### src/rtl/tag_cfg_pkg.sv
`default_nettype none

package tag_cfg_pkg;

  //////////////////////////////
  // frame geometry
  //////////////////////////////

  localparam int TAG_NUM_CLIENTS    = 12;
  localparam int TAG_ID_W           = 4;
  localparam int TAG_PAYLOAD_W      = 8;
  // counter covers both id and payload phases
  localparam int TAG_CNT_W          = $clog2(TAG_PAYLOAD_W);
  // byte 11 bit 0 drives the controller reset
  localparam int TAG_CFG_RESET_BYTE = 11;

  //////////////////////////////
  // master to client line
  //////////////////////////////

  typedef struct packed {
    logic shift;
    logic data;
    logic commit;
  } tag_line_s;

  typedef enum logic [1:0] {
    TAG_IDLE,
    TAG_ID,
    TAG_PAYLOAD
  } tag_state_e;

  //////////////////////////////
  // controller timing record
  //////////////////////////////

  typedef struct packed {
    logic [15:0] trefi;
    logic [3:0]  tmrd;
    logic [3:0]  trfc;
    logic [3:0]  trc;
    logic [3:0]  trp;
    logic [3:0]  tras;
    logic [3:0]  trrd;
    logic [3:0]  trcd;
    logic [3:0]  twr;
    logic [3:0]  twtr;
    logic [3:0]  trtp;
    logic [3:0]  tcas;
    logic [3:0]  col_width;
    logic [3:0]  row_width;
    logic [1:0]  bank_width;
    logic [5:0]  bank_pos;
    logic [1:0]  dqs_sel_cal;
    logic [3:0]  init_cmd_cnt;
  } dmc_timing_s;

endpackage

`default_nettype wire

### src/rtl/dmc_cfg_decoder.sv
`timescale 1ns/100ps
`default_nettype none

module dmc_cfg_decoder
  import tag_cfg_pkg::*;
(
  input  logic                                          clk_i,
  input  logic                                          rst_n_i,
  input  logic [TAG_NUM_CLIENTS-1:0][TAG_PAYLOAD_W-1:0] cfg_bytes_i,
  input  logic [TAG_NUM_CLIENTS-1:0]                    cfg_new_i,
  output dmc_timing_s                                   dmc_cfg_o,
  output logic                                          dmc_sys_reset_o,
  output logic                                          cfg_valid_o
);

  dmc_timing_s                cfg_map;
  logic [TAG_NUM_CLIENTS-1:0] rcvd_q;
  logic [TAG_NUM_CLIENTS-1:0] rcvd_d;
  logic                       cfg_update;

  assign cfg_update = |cfg_new_i;
  assign rcvd_d     = rcvd_q | cfg_new_i;

  //////////////////////////////
  // byte to field map
  //////////////////////////////

  always_comb
  begin
    cfg_map.trefi        = {cfg_bytes_i[1], cfg_bytes_i[0]};
    cfg_map.tmrd         = cfg_bytes_i[2][3:0];
    cfg_map.trfc         = cfg_bytes_i[2][7:4];
    cfg_map.trc          = cfg_bytes_i[3][3:0];
    cfg_map.trp          = cfg_bytes_i[3][7:4];
    cfg_map.tras         = cfg_bytes_i[4][3:0];
    cfg_map.trrd         = cfg_bytes_i[4][7:4];
    cfg_map.trcd         = cfg_bytes_i[5][3:0];
    cfg_map.twr          = cfg_bytes_i[5][7:4];
    cfg_map.twtr         = cfg_bytes_i[6][3:0];
    cfg_map.trtp         = cfg_bytes_i[6][7:4];
    // byte 7 upper nibble unused
    cfg_map.tcas         = cfg_bytes_i[7][3:0];
    cfg_map.col_width    = cfg_bytes_i[8][3:0];
    cfg_map.row_width    = cfg_bytes_i[8][7:4];
    cfg_map.bank_width   = cfg_bytes_i[9][1:0];
    cfg_map.bank_pos     = cfg_bytes_i[9][7:2];
    cfg_map.dqs_sel_cal  = cfg_bytes_i[10][1:0];
    cfg_map.init_cmd_cnt = cfg_bytes_i[10][5:2];
  end

  //////////////////////////////
  // output registers
  //////////////////////////////

  // whole record reloads on any client update
  always_ff @(posedge clk_i)
  begin
    if (!rst_n_i)
    begin
      dmc_cfg_o       <= '0;
      dmc_sys_reset_o <= 1'b0;
    end
    else if (cfg_update)
    begin
      dmc_cfg_o       <= cfg_map;
      dmc_sys_reset_o <= cfg_bytes_i[TAG_CFG_RESET_BYTE][0];
    end
  end

  // complete once every client has been written at least once
  always_ff @(posedge clk_i)
  begin
    if (!rst_n_i)
    begin
      rcvd_q      <= '0;
      cfg_valid_o <= 1'b0;
    end
    else
    begin
      rcvd_q      <= rcvd_d;
      cfg_valid_o <= cfg_valid_o | (&rcvd_d);
    end
  end

endmodule

`default_nettype wire

### src/rtl/tag_cfg_top.sv
`timescale 1ns/100ps
`default_nettype none

module tag_cfg_top
  import tag_cfg_pkg::*;
(
  input  logic        clk_i,
  input  logic        rst_n_i,
  input  logic        tag_en_i,
  input  logic        tag_data_i,
  output dmc_timing_s dmc_cfg_o,
  output logic        dmc_sys_reset_o,
  output logic        cfg_valid_o
);

  tag_line_s [TAG_NUM_CLIENTS-1:0]                    tag_lines;
  logic      [TAG_NUM_CLIENTS-1:0][TAG_PAYLOAD_W-1:0] cfg_bytes;
  logic      [TAG_NUM_CLIENTS-1:0]                    cfg_new;

  //////////////////////////////
  // tag master
  //////////////////////////////

  tag_master tag_master_inst (
    .clk_i       (clk_i),
    .rst_n_i     (rst_n_i),
    .tag_en_i    (tag_en_i),
    .tag_data_i  (tag_data_i),
    .tag_lines_o (tag_lines)
  );

  //////////////////////////////
  // one client per config byte
  //////////////////////////////

  for (genvar i = 0; i < TAG_NUM_CLIENTS; i++)
  begin : gen_cfg_client
    tag_client tag_client_inst (
      .clk_i      (clk_i),
      .rst_n_i    (rst_n_i),
      .tag_line_i (tag_lines[i]),
      .data_o     (cfg_bytes[i]),
      .new_o      (cfg_new[i])
    );
  end

  //////////////////////////////
  // controller config decode
  //////////////////////////////

  dmc_cfg_decoder dmc_cfg_decoder_inst (
    .clk_i           (clk_i),
    .rst_n_i         (rst_n_i),
    .cfg_bytes_i     (cfg_bytes),
    .cfg_new_i       (cfg_new),
    .dmc_cfg_o       (dmc_cfg_o),
    .dmc_sys_reset_o (dmc_sys_reset_o),
    .cfg_valid_o     (cfg_valid_o)
  );

endmodule

`default_nettype wire

### src/rtl/tag_client.sv
`timescale 1ns/100ps
`default_nettype none

module tag_client
  import tag_cfg_pkg::*;
(
  input  logic                     clk_i,
  input  logic                     rst_n_i,
  input  tag_line_s                tag_line_i,
  output logic [TAG_PAYLOAD_W-1:0] data_o,
  output logic                     new_o
);

  logic [TAG_PAYLOAD_W-1:0] shift_q;
  logic [TAG_PAYLOAD_W-1:0] shift_d;

  // last bit and commit share a cycle, so commit takes shift_d
  assign shift_d = tag_line_i.shift ? {shift_q[TAG_PAYLOAD_W-2:0], tag_line_i.data}
                                    : shift_q;

  always_ff @(posedge clk_i)
  begin
    shift_q <= shift_d;
  end

  always_ff @(posedge clk_i)
  begin
    if (!rst_n_i)
    begin
      data_o <= '0;
      new_o  <= 1'b0;
    end
    else
    begin
      new_o <= tag_line_i.commit;
      if (tag_line_i.commit)
        data_o <= shift_d;
    end
  end

endmodule

`default_nettype wire

### src/rtl/tag_master.sv
`timescale 1ns/100ps
`default_nettype none

module tag_master
  import tag_cfg_pkg::*;
(
  input  logic                             clk_i,
  input  logic                             rst_n_i,
  input  logic                             tag_en_i,
  input  logic                             tag_data_i,
  output tag_line_s [TAG_NUM_CLIENTS-1:0]  tag_lines_o
);

  tag_state_e                 state_q;
  tag_state_e                 state_d;
  logic [TAG_CNT_W-1:0]       bit_cnt_q;
  logic [TAG_CNT_W-1:0]       bit_cnt_d;
  logic [TAG_ID_W-1:0]        id_q;
  logic [TAG_NUM_CLIENTS-1:0] client_sel;
  logic                       id_bit;
  logic                       payload_bit;
  logic                       last_bit;

  // gaps (tag_en_i low) freeze everything
  assign id_bit      = tag_en_i && (state_q == TAG_ID);
  assign payload_bit = tag_en_i && (state_q == TAG_PAYLOAD);
  assign last_bit    = payload_bit && (bit_cnt_q == TAG_CNT_W'(TAG_PAYLOAD_W - 1));

  //////////////////////////////
  // frame FSM
  //////////////////////////////

  always_comb
  begin
    state_d   = state_q;
    bit_cnt_d = bit_cnt_q;
    if (tag_en_i)
    begin
      case (state_q)
        TAG_IDLE:
        begin
          // zeros between frames are idle fill
          bit_cnt_d = '0;
          if (tag_data_i)
            state_d = TAG_ID;
        end
        TAG_ID:
        begin
          if (bit_cnt_q == TAG_CNT_W'(TAG_ID_W - 1))
          begin
            state_d   = TAG_PAYLOAD;
            bit_cnt_d = '0;
          end
          else
            bit_cnt_d = bit_cnt_q + 1'b1;
        end
        TAG_PAYLOAD:
        begin
          if (last_bit)
          begin
            state_d   = TAG_IDLE;
            bit_cnt_d = '0;
          end
          else
            bit_cnt_d = bit_cnt_q + 1'b1;
        end
        default:
        begin
          state_d   = TAG_IDLE;
          bit_cnt_d = '0;
        end
      endcase
    end
  end

  always_ff @(posedge clk_i)
  begin
    if (!rst_n_i)
    begin
      state_q   <= TAG_IDLE;
      bit_cnt_q <= '0;
    end
    else
    begin
      state_q   <= state_d;
      bit_cnt_q <= bit_cnt_d;
    end
  end

  // id arrives msb first
  always_ff @(posedge clk_i)
  begin
    if (id_bit)
      id_q <= {id_q[TAG_ID_W-2:0], tag_data_i};
  end

  //////////////////////////////
  // client line drive
  //////////////////////////////

  // ids past the last client match nothing
  always_comb
  begin
    client_sel = '0;
    for (int i = 0; i < TAG_NUM_CLIENTS; i++)
      client_sel[i] = (id_q == TAG_ID_W'(i));
  end

  always_ff @(posedge clk_i)
  begin
    if (!rst_n_i)
      tag_lines_o <= '0;
    else
    begin
      for (int i = 0; i < TAG_NUM_CLIENTS; i++)
      begin
        tag_lines_o[i].shift  <= payload_bit && client_sel[i];
        tag_lines_o[i].data   <= payload_bit && client_sel[i] && tag_data_i;
        tag_lines_o[i].commit <= last_bit && client_sel[i];
      end
    end
  end

endmodule

`default_nettype wire

### config.mk
export PLATFORM = sky130hd
export DESIGN_NAME = tag_cfg_top
export DESIGN_NICKNAME = d
export VERILOG_FILES = /design/src/rtl/tag_cfg_pkg.sv /design/src/rtl/dmc_cfg_decoder.sv /design/src/rtl/tag_cfg_top.sv /design/src/rtl/tag_client.sv /design/src/rtl/tag_master.sv
export SDC_FILE = /design/constraint.sdc
export NUM_CORES = 1
export LEC_CHECK = 0
export ABC_AREA = 0
export ABC_CLOCK_PERIOD_IN_PS = 3400
export BUFFER_PORTS_ARGS = -buffer_cell sky130_fd_sc_hd__clkbuf_2
export CORE_ASPECT_RATIO = 1.4
export CORE_MARGIN = 5
export CORE_UTILIZATION = 59
export DETAILED_ROUTE_END_ITERATION = 8
export PLACE_DENSITY = 0.9
export SKIP_CTS_REPAIR_TIMING = 1
export SYNTH_ARGS = -nofsm -noshare
export SYNTH_HDL_FRONTEND = slang
export SYNTH_SLANG_ARGS = --single-unit
### constraint.sdc
create_clock -name clk_i -period 3.4 [get_ports clk_i]
set_input_delay 0.51 -clock clk_i [delete_from_list [all_inputs] [get_ports clk_i]]
set_output_delay 0.51 -clock clk_i [all_outputs]
set_load 0.01 [all_outputs]
==> metrics.md, run 1 <==
| Metric | Value |
|---|---|
| Status | `finished clean` |
| Vias in the first global route | `7033` |
| Most frequent cells in the layout | `315 x dfxtp_1, 90 x nand2_1, 86 x nand3_1, 86 x nor2b_1, 86 x clkbuf_2` |
| Critical path, cell by cell | `nor4_1 -> nand3_4 -> buf_12 -> nand3_1 -> o21ai_0` |
| Synth Cell Area | `roughly 11000 um^2` |
| Buffers added on ports | `87` |
| Fillers | `~1300` |
| Final WL | `roughly 20000 um` |
| Final hold vios | `0` |
| Internal | `between 0.005 and 0.006 W` |
| Synthesis Warnings | `0` |
| Synth Instances | `1018` |
| Yosys reg bits | `319` |
| Logic gate share of total power | `0.013` |
| Worst rel slew slack | `0.603` |
| Clock tree buffer depth | `3` |
| CTS tree | `built` |
| Synth cell types | `38` |
| Clock insertion delay at the later pin of the skew report | `roughly 0.52 ns` |
| Initial antenna violation count | `0` |
| WL per Instance | `15.3 um` |
| Tcrit/Tclk final | `0.689` |
| Worst EP required | `3.79 ns` |
| Pwr dens | `563 nW/um^2` |
| Cell count after placement | `1274` |
| Crit-path max FO | `116` |
| Pin count of the biggest net entering global routing | `between 100 and 150` |
| Switch share | `0.199` |
| Most common cell after layout, fill and taps aside | `dfxtp_1` |
| Worst Clk Skew | `0.00875 ns` |
| P_sw | `0.00138 W` |
| Final setup fails | `0` |
| Crit end category | `register` |
| Clock slew at reported path FFs | `0.07 ns` |
| Antenna-violating nets left | `0` |
| F_max | `427 MHz` |
| Peak VDD IR | `0.449 mV` |
| Clock Power Share | `0.447` |
| Gpl congestion | `about 0.78` |
| Mean post-synth cell area | `around 11 um^2` |
| Overall die area | `21500 um^2` |
| Area growth syn-to-layout | `12.5%` |
| Fin. max-slew vios | `0` |
| Slowest cell on crit path | `nand3_4` |
| Syn nets | `1029` |
| Die width | `125 um` |
| Clock buffer count from CTS | `27` |
| CP bufs+invs | `1` |
| GR Util All Layers | `0.185` |
| Ports | `a little under 90` |
| Vias | `7050` |
| Share of cells above drive strength 1 | `0.206` |
| Nets@finish | `1070` |
| First-pass GRT wire length | `33900 um` |
| Startpoint Class | `register` |
| Post-Route Setup TNS | `0 ns` |
| Max-cap violations | `0` |
| Drt first-iter violations | `404` |
| Worst Max-Slew Pin Slew | `0.590 ns` |
| DRC | `0` |
| Clk sink count | `319` |
| Max incr delay on CP | `around 0.57 ns` |
| Die H | `between 150 and 200 um` |
| Core area | `18500 um^2` |
| CTS H-tree lvls | `1` |
| # diodes | `0` |
| Lkg Pwr | `4.58 nW` |
| Hold Crit Class | `in -> reg` |
| Cell family with most CP delay | `simple AND/OR/NAND/NOR gates` |
| Via density | `5.33` |
| Sequential-to-total area share from yosys stat | `0.585` |
| Remaining Overflow, GRT | `0` |
| Final min period | `2.34 ns` |
| Clk Tree Root Cell | `clkbuf_16` |
| Worst EP arrival | `2.73 ns` |
| Crit path kind | `reg -> reg` |
| Dpl hpwl | `12400 um` |
| DR pass1 iterations | `4` |
| Sequential power share | `0.540` |
| Fin cells | `1323` |
| RSZ-0062 raised after global routing | `false` |
| Initial Util | `0.595` |
| # rows | `59` |
==> stage by stage <==
step	instance area (um^2)	utilization	total power (W)	setup slack (ns)	hold slack, ns
6_report	12400	0.669	0.00695	1.06	0.377
5_1_grt	12400	0.669	0.00717	0.783	0.383
4_1_cts	12400	0.669	0.00700	1.08	0.355
3_5_place_dp	11400	0.620	0.00393	1.12	0.440
3_3_place_gp	11400	0.620	0.00392	1.19	0.437
2_1_floorplan	11000	-	0.00391	1.89	0.436
==> power by group through the flow <==
stage / Combinational, W / Sequential [W] / Clock, W
after floorplan: 0.0000753 / 0.00383 / 0
after global placement: 0.0000881 / 0.00384 / 0
after detailed placement: 0.0000896 / 0.00384 / 0
after CTS: 0.0000913 / 0.00375 / 0.00316
after global routing: 0.0000996 / 0.00375 / 0.00332
final: 0.0000918 / 0.00375 / 0.00311
==> flip-flops by register name, indices dropped and copies added (netlist names) <==
| signal | cells |
|---|---|
| gen_cfg_client.tag_client_inst.data_o | 83 |
| gen_cfg_client.tag_client_inst.shift_q | 83 |
| dmc_cfg_decoder_inst.dmc_cfg_o | 82 |
| tag_master_inst.tag_lines_o | 36 |
| dmc_cfg_decoder_inst.rcvd_q | 12 |
| gen_cfg_client.tag_client_inst.new_o | 12 |
| tag_master_inst.id_q | 4 |
| tag_master_inst.bit_cnt_q | 3 |
| tag_master_inst.state_q | 2 |
| dmc_cfg_decoder_inst.cfg_valid_o | 1 |
| dmc_cfg_decoder_inst.dmc_sys_reset_o | 1 |
==> synthesized netlist by cell type <==
cell type,count,area (um^2)
a21boi_0,1,7.51
a21oi_1,1,5.00
a32o_1,1,10.0
a32oi_1,1,8.76
and2_1,16,100
and3_1,9,56.3
buf_1,8,30.0
buf_2,7,35.0
buf_6,5,56.3
clkbuf_1,58,218
dfxtp_1,315,6310
edfxtp_1,4,120
ha_1,7,87.6
inv_1,4,15.0
mux2_2,83,935
mux2i_1,84,841
nand2_1,90,338
nand2b_1,4,25.0
nand3_1,87,435
nand3_2,1,10.0
nand3b_1,2,15.0
nand4b_1,1,8.76
nor2_1,10,37.5
nor2_2,2,12.5
nor2b_1,86,538
nor3_1,14,70.1
nor3b_1,3,22.5
nor4_1,6,37.5
o2111ai_1,1,8.76
o21a_1,11,82.6
o21ai_0,44,220
o21ai_1,40,200
o21ba_2,1,10.0
o22ai_1,6,37.5
o31ai_1,1,7.51
or2_2,1,6.26
or3_1,1,6.26
or3b_1,2,17.5
==> layer usage <==
metal  wire length [um]  share of wire  up-vias  GRT usage
met5                  0              0        -          0
met4                399          0.020        0     0.0538
met3                712          0.035       32     0.0283
met2              10800           0.53      120      0.349
met1               8320           0.41     3349      0.218
li1                   -              -     3549          -
==> cell families after synthesis <==
logic type,after synthesis,share of synthesized area
simple gates,335,0.158
mux,167,0.162
fa+ha+maj,7,0.00798
buf+inv,82,0.0323
compound gates,108,0.0545
flops,319,0.585
==> cell type report <==
class	count	area [um^2]	area share
flip-flops and latches	319	6430	0.520
multi-input cells	617	4210	0.341
clock buffers	41	808	0.0654
repair buffers	90	489	0.0396
well taps	244	305	0.0247
clock inverters	8	101	0.00820
inverters	4	15.0	0.00122
==> worst min-delay path, stage by stage <==
cell and delay, ns:
clkbuf_2 0.17, nand3_1 0.09, o21ai_0 0.07
==> worst paths after layout <==
check | startpoint | to | slack, ns | cells past startpoint
worst max-delay path | gen_cfg_client[4].tag_client_inst.new_o$_SDFF_PN0_ | dmc_cfg_decoder_inst.dmc_cfg_o[0]$_SDFFE_PN0P_ | 1.06 | 5
worst min register to register | dmc_cfg_decoder_inst.dmc_cfg_o[5]$_SDFFE_PN0P_ | dmc_cfg_decoder_inst.dmc_cfg_o[5]$_SDFFE_PN0P_ | 0.45 | 2
worst min-delay path | tag_en_i | tag_master_inst.bit_cnt_q[2]$_SDFFE_PN0P_ | 0.38 | 3
worst max register to register | gen_cfg_client[4].tag_client_inst.new_o$_SDFF_PN0_ | dmc_cfg_decoder_inst.dmc_cfg_o[0]$_SDFFE_PN0P_ | 1.06 | 5
No activity file was read; power rests on OpenSTA's default activity.
==> run 2, diff against run 1 <==
--- a/config.mk
+++ b/config.mk
@@ -6,13 +6,13 @@
 export NUM_CORES = 1
 export LEC_CHECK = 0
 export ABC_AREA = 0
-export ABC_CLOCK_PERIOD_IN_PS = 3400
+export ABC_CLOCK_PERIOD_IN_PS = 1950
 export BUFFER_PORTS_ARGS = -buffer_cell sky130_fd_sc_hd__clkbuf_2
 export CORE_ASPECT_RATIO = 1.4
 export CORE_MARGIN = 5
-export CORE_UTILIZATION = 59
+export CORE_UTILIZATION = 53
 export DETAILED_ROUTE_END_ITERATION = 8
-export PLACE_DENSITY = 0.9
+export PLACE_DENSITY = 0.86
 export SKIP_CTS_REPAIR_TIMING = 1
 export SYNTH_ARGS = -nofsm -noshare
 export SYNTH_HDL_FRONTEND = slang
==> constraint.sdc (replaced) <==
create_clock -name clk_i -period 1.95 [get_ports clk_i]
set_input_delay 0.2925 -clock clk_i [delete_from_list [all_inputs] [get_ports clk_i]]
set_output_delay 0.2925 -clock clk_i [all_outputs]
set_load 0.01 [all_outputs]
==> run 2 against run 1 <==
Core utilization decreased by 5.5 points. Via count decreased by 2.5%. Sequential share of layout area decreased by 0.91 points. Critical path depth increased by 1. Largest power group unchanged. Fmax increased by 34%.
==> metrics.md, run 2 (synthesis gave the netlist of run 1 again) <==
| Metric | Value |
|---|---|
| Most frequent cells in the layout | `315 x dfxtp_1, 90 x nand2_1, 86 x nand3_1, 86 x nor2b_1, 86 x clkbuf_2` |
| Switch share | `0.191 (-0.00750)` |
| Crit path kind | `reg -> reg` |
| Remaining Overflow, GRT | `0 (unchanged)` |
| Pin count of the biggest net entering global routing | `190 (+28%)` |
| Antenna-violating nets left | `0 (unchanged)` |
| Worst EP required | `2.42 ns (-1.37 ns)` |
| Clock insertion delay at the later pin of the skew report | `0.53 ns (about the same)` |
| Initial antenna violation count | `0 (unchanged)` |
| Clock slew at reported path FFs | `0.07 ns (about the same)` |
| Die width | `132 um (+5.1%)` |
| Via density | `5.13 (-3.7%)` |
| Vias in the first global route | `6948 (-1.2%)` |
| Drt first-iter violations | `380 (-5.9%)` |
| Final WL | `18900 um (-6.9%)` |
| Clock Power Share | `0.481 (+0.034)` |
| Overall die area | `23700 um^2 (+11%)` |
| Buffers added on ports | `87 (unchanged)` |
| Final Worst Setup Slack | `0.205 ns (-0.853 ns)` |
| Internal | `0.0104 W (+87%)` |
| P_sw | `0.00247 W (+79%)` |
| RSZ-0062 raised after global routing | `false` |
| Post-Route Setup TNS | `0 ns (unchanged)` |
| Vias | `6871 (-2.5%)` |
| DR pass1 iterations | `5 (+1)` |
| Die H | `180 um (+5.2%)` |
| WL per Instance | `14.1 um (-8.0%)` |
| Post-DP Area | `11500 um^2 (+0.41%)` |
| Worst EP arrival | `2.22 ns (-0.51 ns)` |
| Crit-path max FO | `8 (-93%)` |
| Fillers | `1632 (+21%)` |
| Ports | `88 (unchanged)` |
| Final hold vios | `0 (unchanged)` |
| Final min period | `1.74 ns (-0.597 ns)` |
| CTS tree | `built` |
| Startpoint Class | `register` |
| Pwr dens | `1030 nW/um^2 (+82%)` |
| Clock tree buffer depth | `3 (unchanged)` |
| Max-cap violations | `0 (unchanged)` |
| Hold Crit Class | `in -> reg` |
| Gpl congestion | `0.794 (+1.5%)` |
| Initial Util | `0.536 (-0.0588)` |
| Tcrit/Tclk final | `0.895 (+0.206)` |
| Final Cell Area | `12600 um^2 (+1.8%)` |
| Share of cells above drive strength 1 | `0.211 (+0.00570)` |
| Peak VDD IR | `0.682 mV (+52%)` |
| Status | `finished clean` |
| Area growth syn-to-layout | `14.6%` |
| First-pass GRT wire length | `32900 um (-3.1%)` |
| Final setup fails | `0 (unchanged)` |
| Worst rel slew slack | `0.547 (-0.0559)` |
| GR Util All Layers | `0.158 (-0.0273)` |
| Dpl hpwl | `12300 um (-0.66%)` |
| Clk Tree Root Cell | `clkbuf_16` |
| Sequential power share | `0.507 (-0.033)` |
| Biggest regs | `gen_cfg_client.tag_client_inst.data_o x83, gen_cfg_client.tag_client_inst.shift_q x83, dmc_cfg_decoder_inst.dmc_cfg_o x82` |
| Nets@finish | `1072 (+0.19%)` |
| Worst Max-Slew Pin Slew | `0.679 ns (+0.0894 ns)` |
| CTS H-tree lvls | `1 (unchanged)` |
| Clk sink count | `319 (unchanged)` |
| Most common cell after layout, fill and taps aside | `dfxtp_1` |
| Post-Place Setup Slack | `0.268 ns (-0.848 ns)` |
| Fin. max-slew vios | `0 (unchanged)` |
| Core area | `20500 um^2 (+11%)` |
| Clock buffer count from CTS | `28 (+3.7%)` |
| # diodes | `0 (unchanged)` |
| F_max | `573 MHz (+34%)` |
| Lkg Pwr | `4.66 nW (+1.9%)` |
| DRC | `0 (unchanged)` |
| Worst Clk Skew | `0.0101 ns (+0.00135 ns)` |
| Logic gate share of total power | `0.013 (about the same)` |
| # rows | `62 (+5.1%)` |
| Crit end category | `register` |
[run 2: cell types whose count changed in the layout (fill, tap and decap cells not counted), sizes merged]
cell	previous run	this run
clkbuf	127	124
inv	6	4
clkinvlp	0	1
buf	4	5
bufinv	2	7
clkinv	4	6
[run 2: layer usage]
layer | GRT usage | share of wire | vias to the layer above
met1 | 0.189 | 0.43 | 3187
met3 | 0.0215 | 0.030 | 39
met2 | 0.290 | 0.51 | 99
met4 | 0.0519 | 0.024 | 0
li1 | - | - | 3546
met5 | 0 | 0 | -
[run 2: power groups by stage]
stage          clock [W]  combinational, W  sequential, W
3_5_place_dp           0          0.000162        0.00669
4_1_cts          0.00633          0.000162        0.00654
2_1_floorplan          0          0.000131        0.00669
3_3_place_gp           0          0.000158        0.00669
6_report         0.00620          0.000162        0.00654
5_1_grt          0.00658          0.000177        0.00654
[run 2: metrics by stage]
| stage | util | hold slack [ns] | power [W] | instances |
|---|---|---|---|---|
| floorplan | - | 0.391 | 0.00682 | 1018 |
| global placement | 0.561 | 0.438 | 0.00685 | 1287 |
| detailed placement | 0.561 | 0.442 | 0.00685 | 1287 |
| CTS | 0.614 | 0.114 | 0.0130 | 1339 |
| global route | 0.614 | 0.151 | 0.0133 | 1339 |
| finish | 0.614 | 0.131 | 0.0129 | 1339 |
[run 2: area by class of cell]
| type | count | area [um^2] | area share |
|---|---|---|---|
| clock inverter | 14 | 267 | 0.0212 |
| inverter | 4 | 15.0 | 0.00119 |
| clock buffer | 38 | 810 | 0.0644 |
| tap | 256 | 320 | 0.0255 |
| timing repair buffer | 91 | 522 | 0.0415 |
| multi-input combinational | 617 | 4220 | 0.335 |
| sequential | 319 | 6430 | 0.511 |
[run 2: worst max-delay path, stage by stage, from the launching register on]
cell and delay [ns]:
dfxtp_1 0.33, inv_1 0.12, ha_1 0.27, nand3_2 0.15
or3b_1 0.51, nor2_2 0.18, and2_1 0.14
[run 2: path summary, 6_finish.rpt]
path | startpoint | to | slack [ns] | depth (start not counted)
worst min-delay path | tag_data_i | tag_master_inst.id_q[0]$_DFFE_PP_ | 0.13 | 1
worst min register to register | dmc_cfg_decoder_inst.dmc_cfg_o[25]$_SDFFE_PN0P_ | dmc_cfg_decoder_inst.dmc_cfg_o[25]$_SDFFE_PN0P_ | 0.45 | 2
worst max register to register | tag_master_inst.state_q[0]$_SDFFE_PN0P_ | tag_master_inst.tag_lines_o[34]$_SDFF_PN0_ | 0.21 | 6
worst max-delay path | tag_master_inst.state_q[0]$_SDFFE_PN0P_ | tag_master_inst.tag_lines_o[34]$_SDFF_PN0_ | 0.21 | 6
==> run 3, diff against run 2 <==
--- a/config.mk
+++ b/config.mk
@@ -7,12 +7,12 @@
 export LEC_CHECK = 0
 export ABC_AREA = 0
 export ABC_CLOCK_PERIOD_IN_PS = 1950
-export BUFFER_PORTS_ARGS = -buffer_cell sky130_fd_sc_hd__clkbuf_2
 export CORE_ASPECT_RATIO = 1.4
 export CORE_MARGIN = 5
-export CORE_UTILIZATION = 53
+export CORE_UTILIZATION = 43
 export DETAILED_ROUTE_END_ITERATION = 8
-export PLACE_DENSITY = 0.86
+export DONT_BUFFER_PORTS = 1
+export PLACE_DENSITY = 0.71
 export SKIP_CTS_REPAIR_TIMING = 1
 export SYNTH_ARGS = -nofsm -noshare
 export SYNTH_HDL_FRONTEND = slang
==> run 3 against run 2 <==
The flow now finishes with violations (hold timing). Die area rose by 22%. Worst hold slack lost 0.21 ns. Clock power fell by 12%. Clock-buffer cell count grew 5. Non-clock buffer count is 79 higher. Cell count rose by 10%. Design area increased by 8.8%. Sequential share of layout area shrank 4.1 points. First-iteration DRC count decreased by 1.8%. Worst setup slack worse by 0.13 ns. Critical path type unchanged. Largest cell class unchanged.
==> metrics.md, run 3 (synthesis gave the netlist of run 1 again) <==
| Metric | Value |
|---|---|
| Status | `complete, but fails checks` |
| Failing checks | `hold timing` |
| WHS | `-0.0824 ns (-0.213 ns)` |
| CP startpoint | `tag_master_inst.tag_lines_o[26]$_SDFF_PN0_` |
| RSZ-0062 raised after global routing | `false` |
| WL per Instance | `14.2 um (+0.80%)` |
| F_max | `534 MHz (-6.9%)` |
| Peak VDD IR | `0.711 mV (+4.3%)` |
| Logic gate share of total power | `0.007 (-0.006)` |
| Crit end category | `register` |
| Clock Power Share | `0.452 (-0.029)` |
| Die H | `199 um (+10%)` |
| Initial Util | `0.434 (-0.102)` |
| Share of cells above drive strength 1 | `0.116 (-0.0958)` |
| CTS tree | `built` |
| Clk Tree Root Cell | `clkbuf_16` |
| # diodes | `0 (unchanged)` |
| # rows | `69 (+11%)` |
| Buffers added on ports | `0 (-100%)` |
| Pwr dens | `884 nW/um^2 (-14%)` |
| Fin. max-slew vios | `0 (unchanged)` |
| Crit-path max FO | `8 (unchanged)` |
| Ports | `88 (unchanged)` |
| Overall die area | `28900 um^2 (+22%)` |
| Area growth syn-to-layout | `24.7%` |
| Final setup fails | `0 (unchanged)` |
| Crit path kind | `reg -> reg` |
| Clk sink count | `319 (unchanged)` |
| DRC | `0 (unchanged)` |
| Tcrit/Tclk final | `0.961 (+0.0664)` |
| Antenna-violating nets left | `0 (unchanged)` |
| Fillers | `2198 (+35%)` |
| Most frequent cells in the layout | `315 x dfxtp_1, 168 x dlygate4sd3_1, 90 x nand2_1, 86 x nand3_1, 86 x nor2b_1` |
| Vias in the first global route | `6496 (-6.5%)` |
| Drt first-iter violations | `373 (-1.8%)` |
| Worst EP required | `2.36 ns (-0.06 ns)` |
| Area of the multi-input gates | `4210 um^2 (-0.15%)` |
| Post-Place Setup Slack | `0.269 ns (+0.000881 ns)` |
| Core area | `25300 um^2 (+24%)` |
| Remaining Overflow, GRT | `0 (unchanged)` |
| DR pass1 iterations | `4 (-1)` |
| Final Worst Setup Slack | `0.0759 ns (-0.130 ns)` |
| Via density | `4.91 (-4.4%)` |
| Sequential cell area | `6430 um^2 (unchanged)` |
| Worst Max-Slew Pin Slew | `0.584 ns (-0.0946 ns)` |
| Final WL | `21000 um (+11%)` |
| Biggest regs | `gen_cfg_client.tag_client_inst.data_o x83, gen_cfg_client.tag_client_inst.shift_q x83, dmc_cfg_decoder_inst.dmc_cfg_o x82` |
| Switch share | `0.192 (+0.00106)` |
| Internal | `0.00977 W (-6.4%)` |
| Clock tree buffer depth | `3 (unchanged)` |
| Hold Crit Class | `in -> reg` |
| Post-Route Setup TNS | `0 ns (unchanged)` |
| CTS H-tree lvls | `1 (unchanged)` |
| Die width | `145 um (+10%)` |
| Max-cap violations | `0 (unchanged)` |
| First-pass GRT wire length | `31900 um (-3.1%)` |
| Vias | `7252 (+5.5%)` |
| Final min period | `1.87 ns (+0.130 ns)` |
| Most common cell after layout, fill and taps aside | `dfxtp_1` |
| Worst rel slew slack | `0.610 (+0.0625)` |
| RR Startpoint | `tag_master_inst.tag_lines_o[26]$_SDFF_PN0_` |
| Worst Clk Skew | `0.0110 ns (+0.000892 ns)` |
| Gpl congestion | `0.756 (-4.8%)` |
| Clock insertion delay at the later pin of the skew report | `0.53 ns (about the same)` |
| GR Util All Layers | `0.128 (-0.0301)` |
| P_sw | `0.00233 W (-5.8%)` |
| Clock slew at reported path FFs | `0.07 ns (about the same)` |
| Final hold vios | `26 (+26)` |
| Pin count of the biggest net entering global routing | `285 (+50%)` |
| Clock buffer count from CTS | `28 (unchanged)` |
| Startpoint Class | `register` |
| Lkg Pwr | `5.01 nW (+7.4%)` |
| Worst EP arrival | `2.29 ns (+0.07 ns)` |
| Sequential power share | `0.541 (+0.034)` |
| Final Util | `0.541 (-0.0730)` |
| Initial antenna violation count | `0 (unchanged)` |
| Hold Path Origin | `rst_n_i` |
| Dpl hpwl | `12000 um (-2.4%)` |
| Nets@finish | `1151 (+7.4%)` |
## run 3: cell count changes in the layout (fill, tap and decap cells not counted), moves of 2 or more
cell	change
buf_12	-3
bufinv_16	-6
clkbuf_1	+2
clkbuf_2	-86
clkbuf_8	+2
clkinv_4	-2
dlygate4sd3_1	+168
## run 3: cell type report
type,instances,area share
multi-input cells,617,0.308
inverters,4,0.00110
well taps,319,0.0292
repair buffers,170,0.125
clock inverters,6,0.00421
flip-flops and latches,319,0.470
clock buffers,43,0.0635
## run 3: critical path, stage by stage (launching register included)
cell and delay (ns):
dfxtp_1 0.58, mux2_2 0.40, mux2i_1 0.16, nor2b_1 0.06
dlygate4sd3_1 0.55
## run 3: power groups by stage
stage | Sequential (W) | Clock, W | Combinational [W]
finish | 0.00654 | 0.00547 | 0.0000829
global route | 0.00654 | 0.00594 | 0.0000885
CTS | 0.00654 | 0.00564 | 0.0000643
detailed placement | 0.00669 | 0 | 0.0000641
global placement | 0.00669 | 0 | 0.0000625
floorplan | 0.00669 | 0 | 0.000131
## run 3: metal layers
metal | vias up | global-route usage | share of wire
met5 | - | 0 | 0
met4 | 0 | 0.0387 | 0.025
met3 | 40 | 0.0256 | 0.040
met2 | 97 | 0.231 | 0.52
met1 | 3405 | 0.154 | 0.42
li1 | 3710 | - | -
## run 3: worst paths after layout
path	endpoint	slack, ns	cells after the start
min	dmc_cfg_decoder_inst.dmc_cfg_o[65]$_SDFFE_PN0P_	-0.08	2
max reg2reg	gen_cfg_client[8].tag_client_inst.data_o[1]$_SDFFE_PN0P_	0.08	4
max	gen_cfg_client[8].tag_client_inst.data_o[1]$_SDFFE_PN0P_	0.08	4
min reg2reg	dmc_cfg_decoder_inst.dmc_cfg_o[37]$_SDFFE_PN0P_	0.46	2
## run 3: stage by stage
stage | instance area [um^2] | hold slack, ns | power (W) | std cells
4_1_cts | 12000 | -0.167 | 0.0122 | 1310
6_report | 13700 | -0.0824 | 0.0121 | 1478
5_1_grt | 13700 | -0.0790 | 0.0126 | 1478
3_5_place_dp | 11100 | 0.394 | 0.00675 | 1261
2_1_floorplan | 11000 | 0.391 | 0.00682 | 1018
3_3_place_gp | 11100 | 0.394 | 0.00675 | 1261
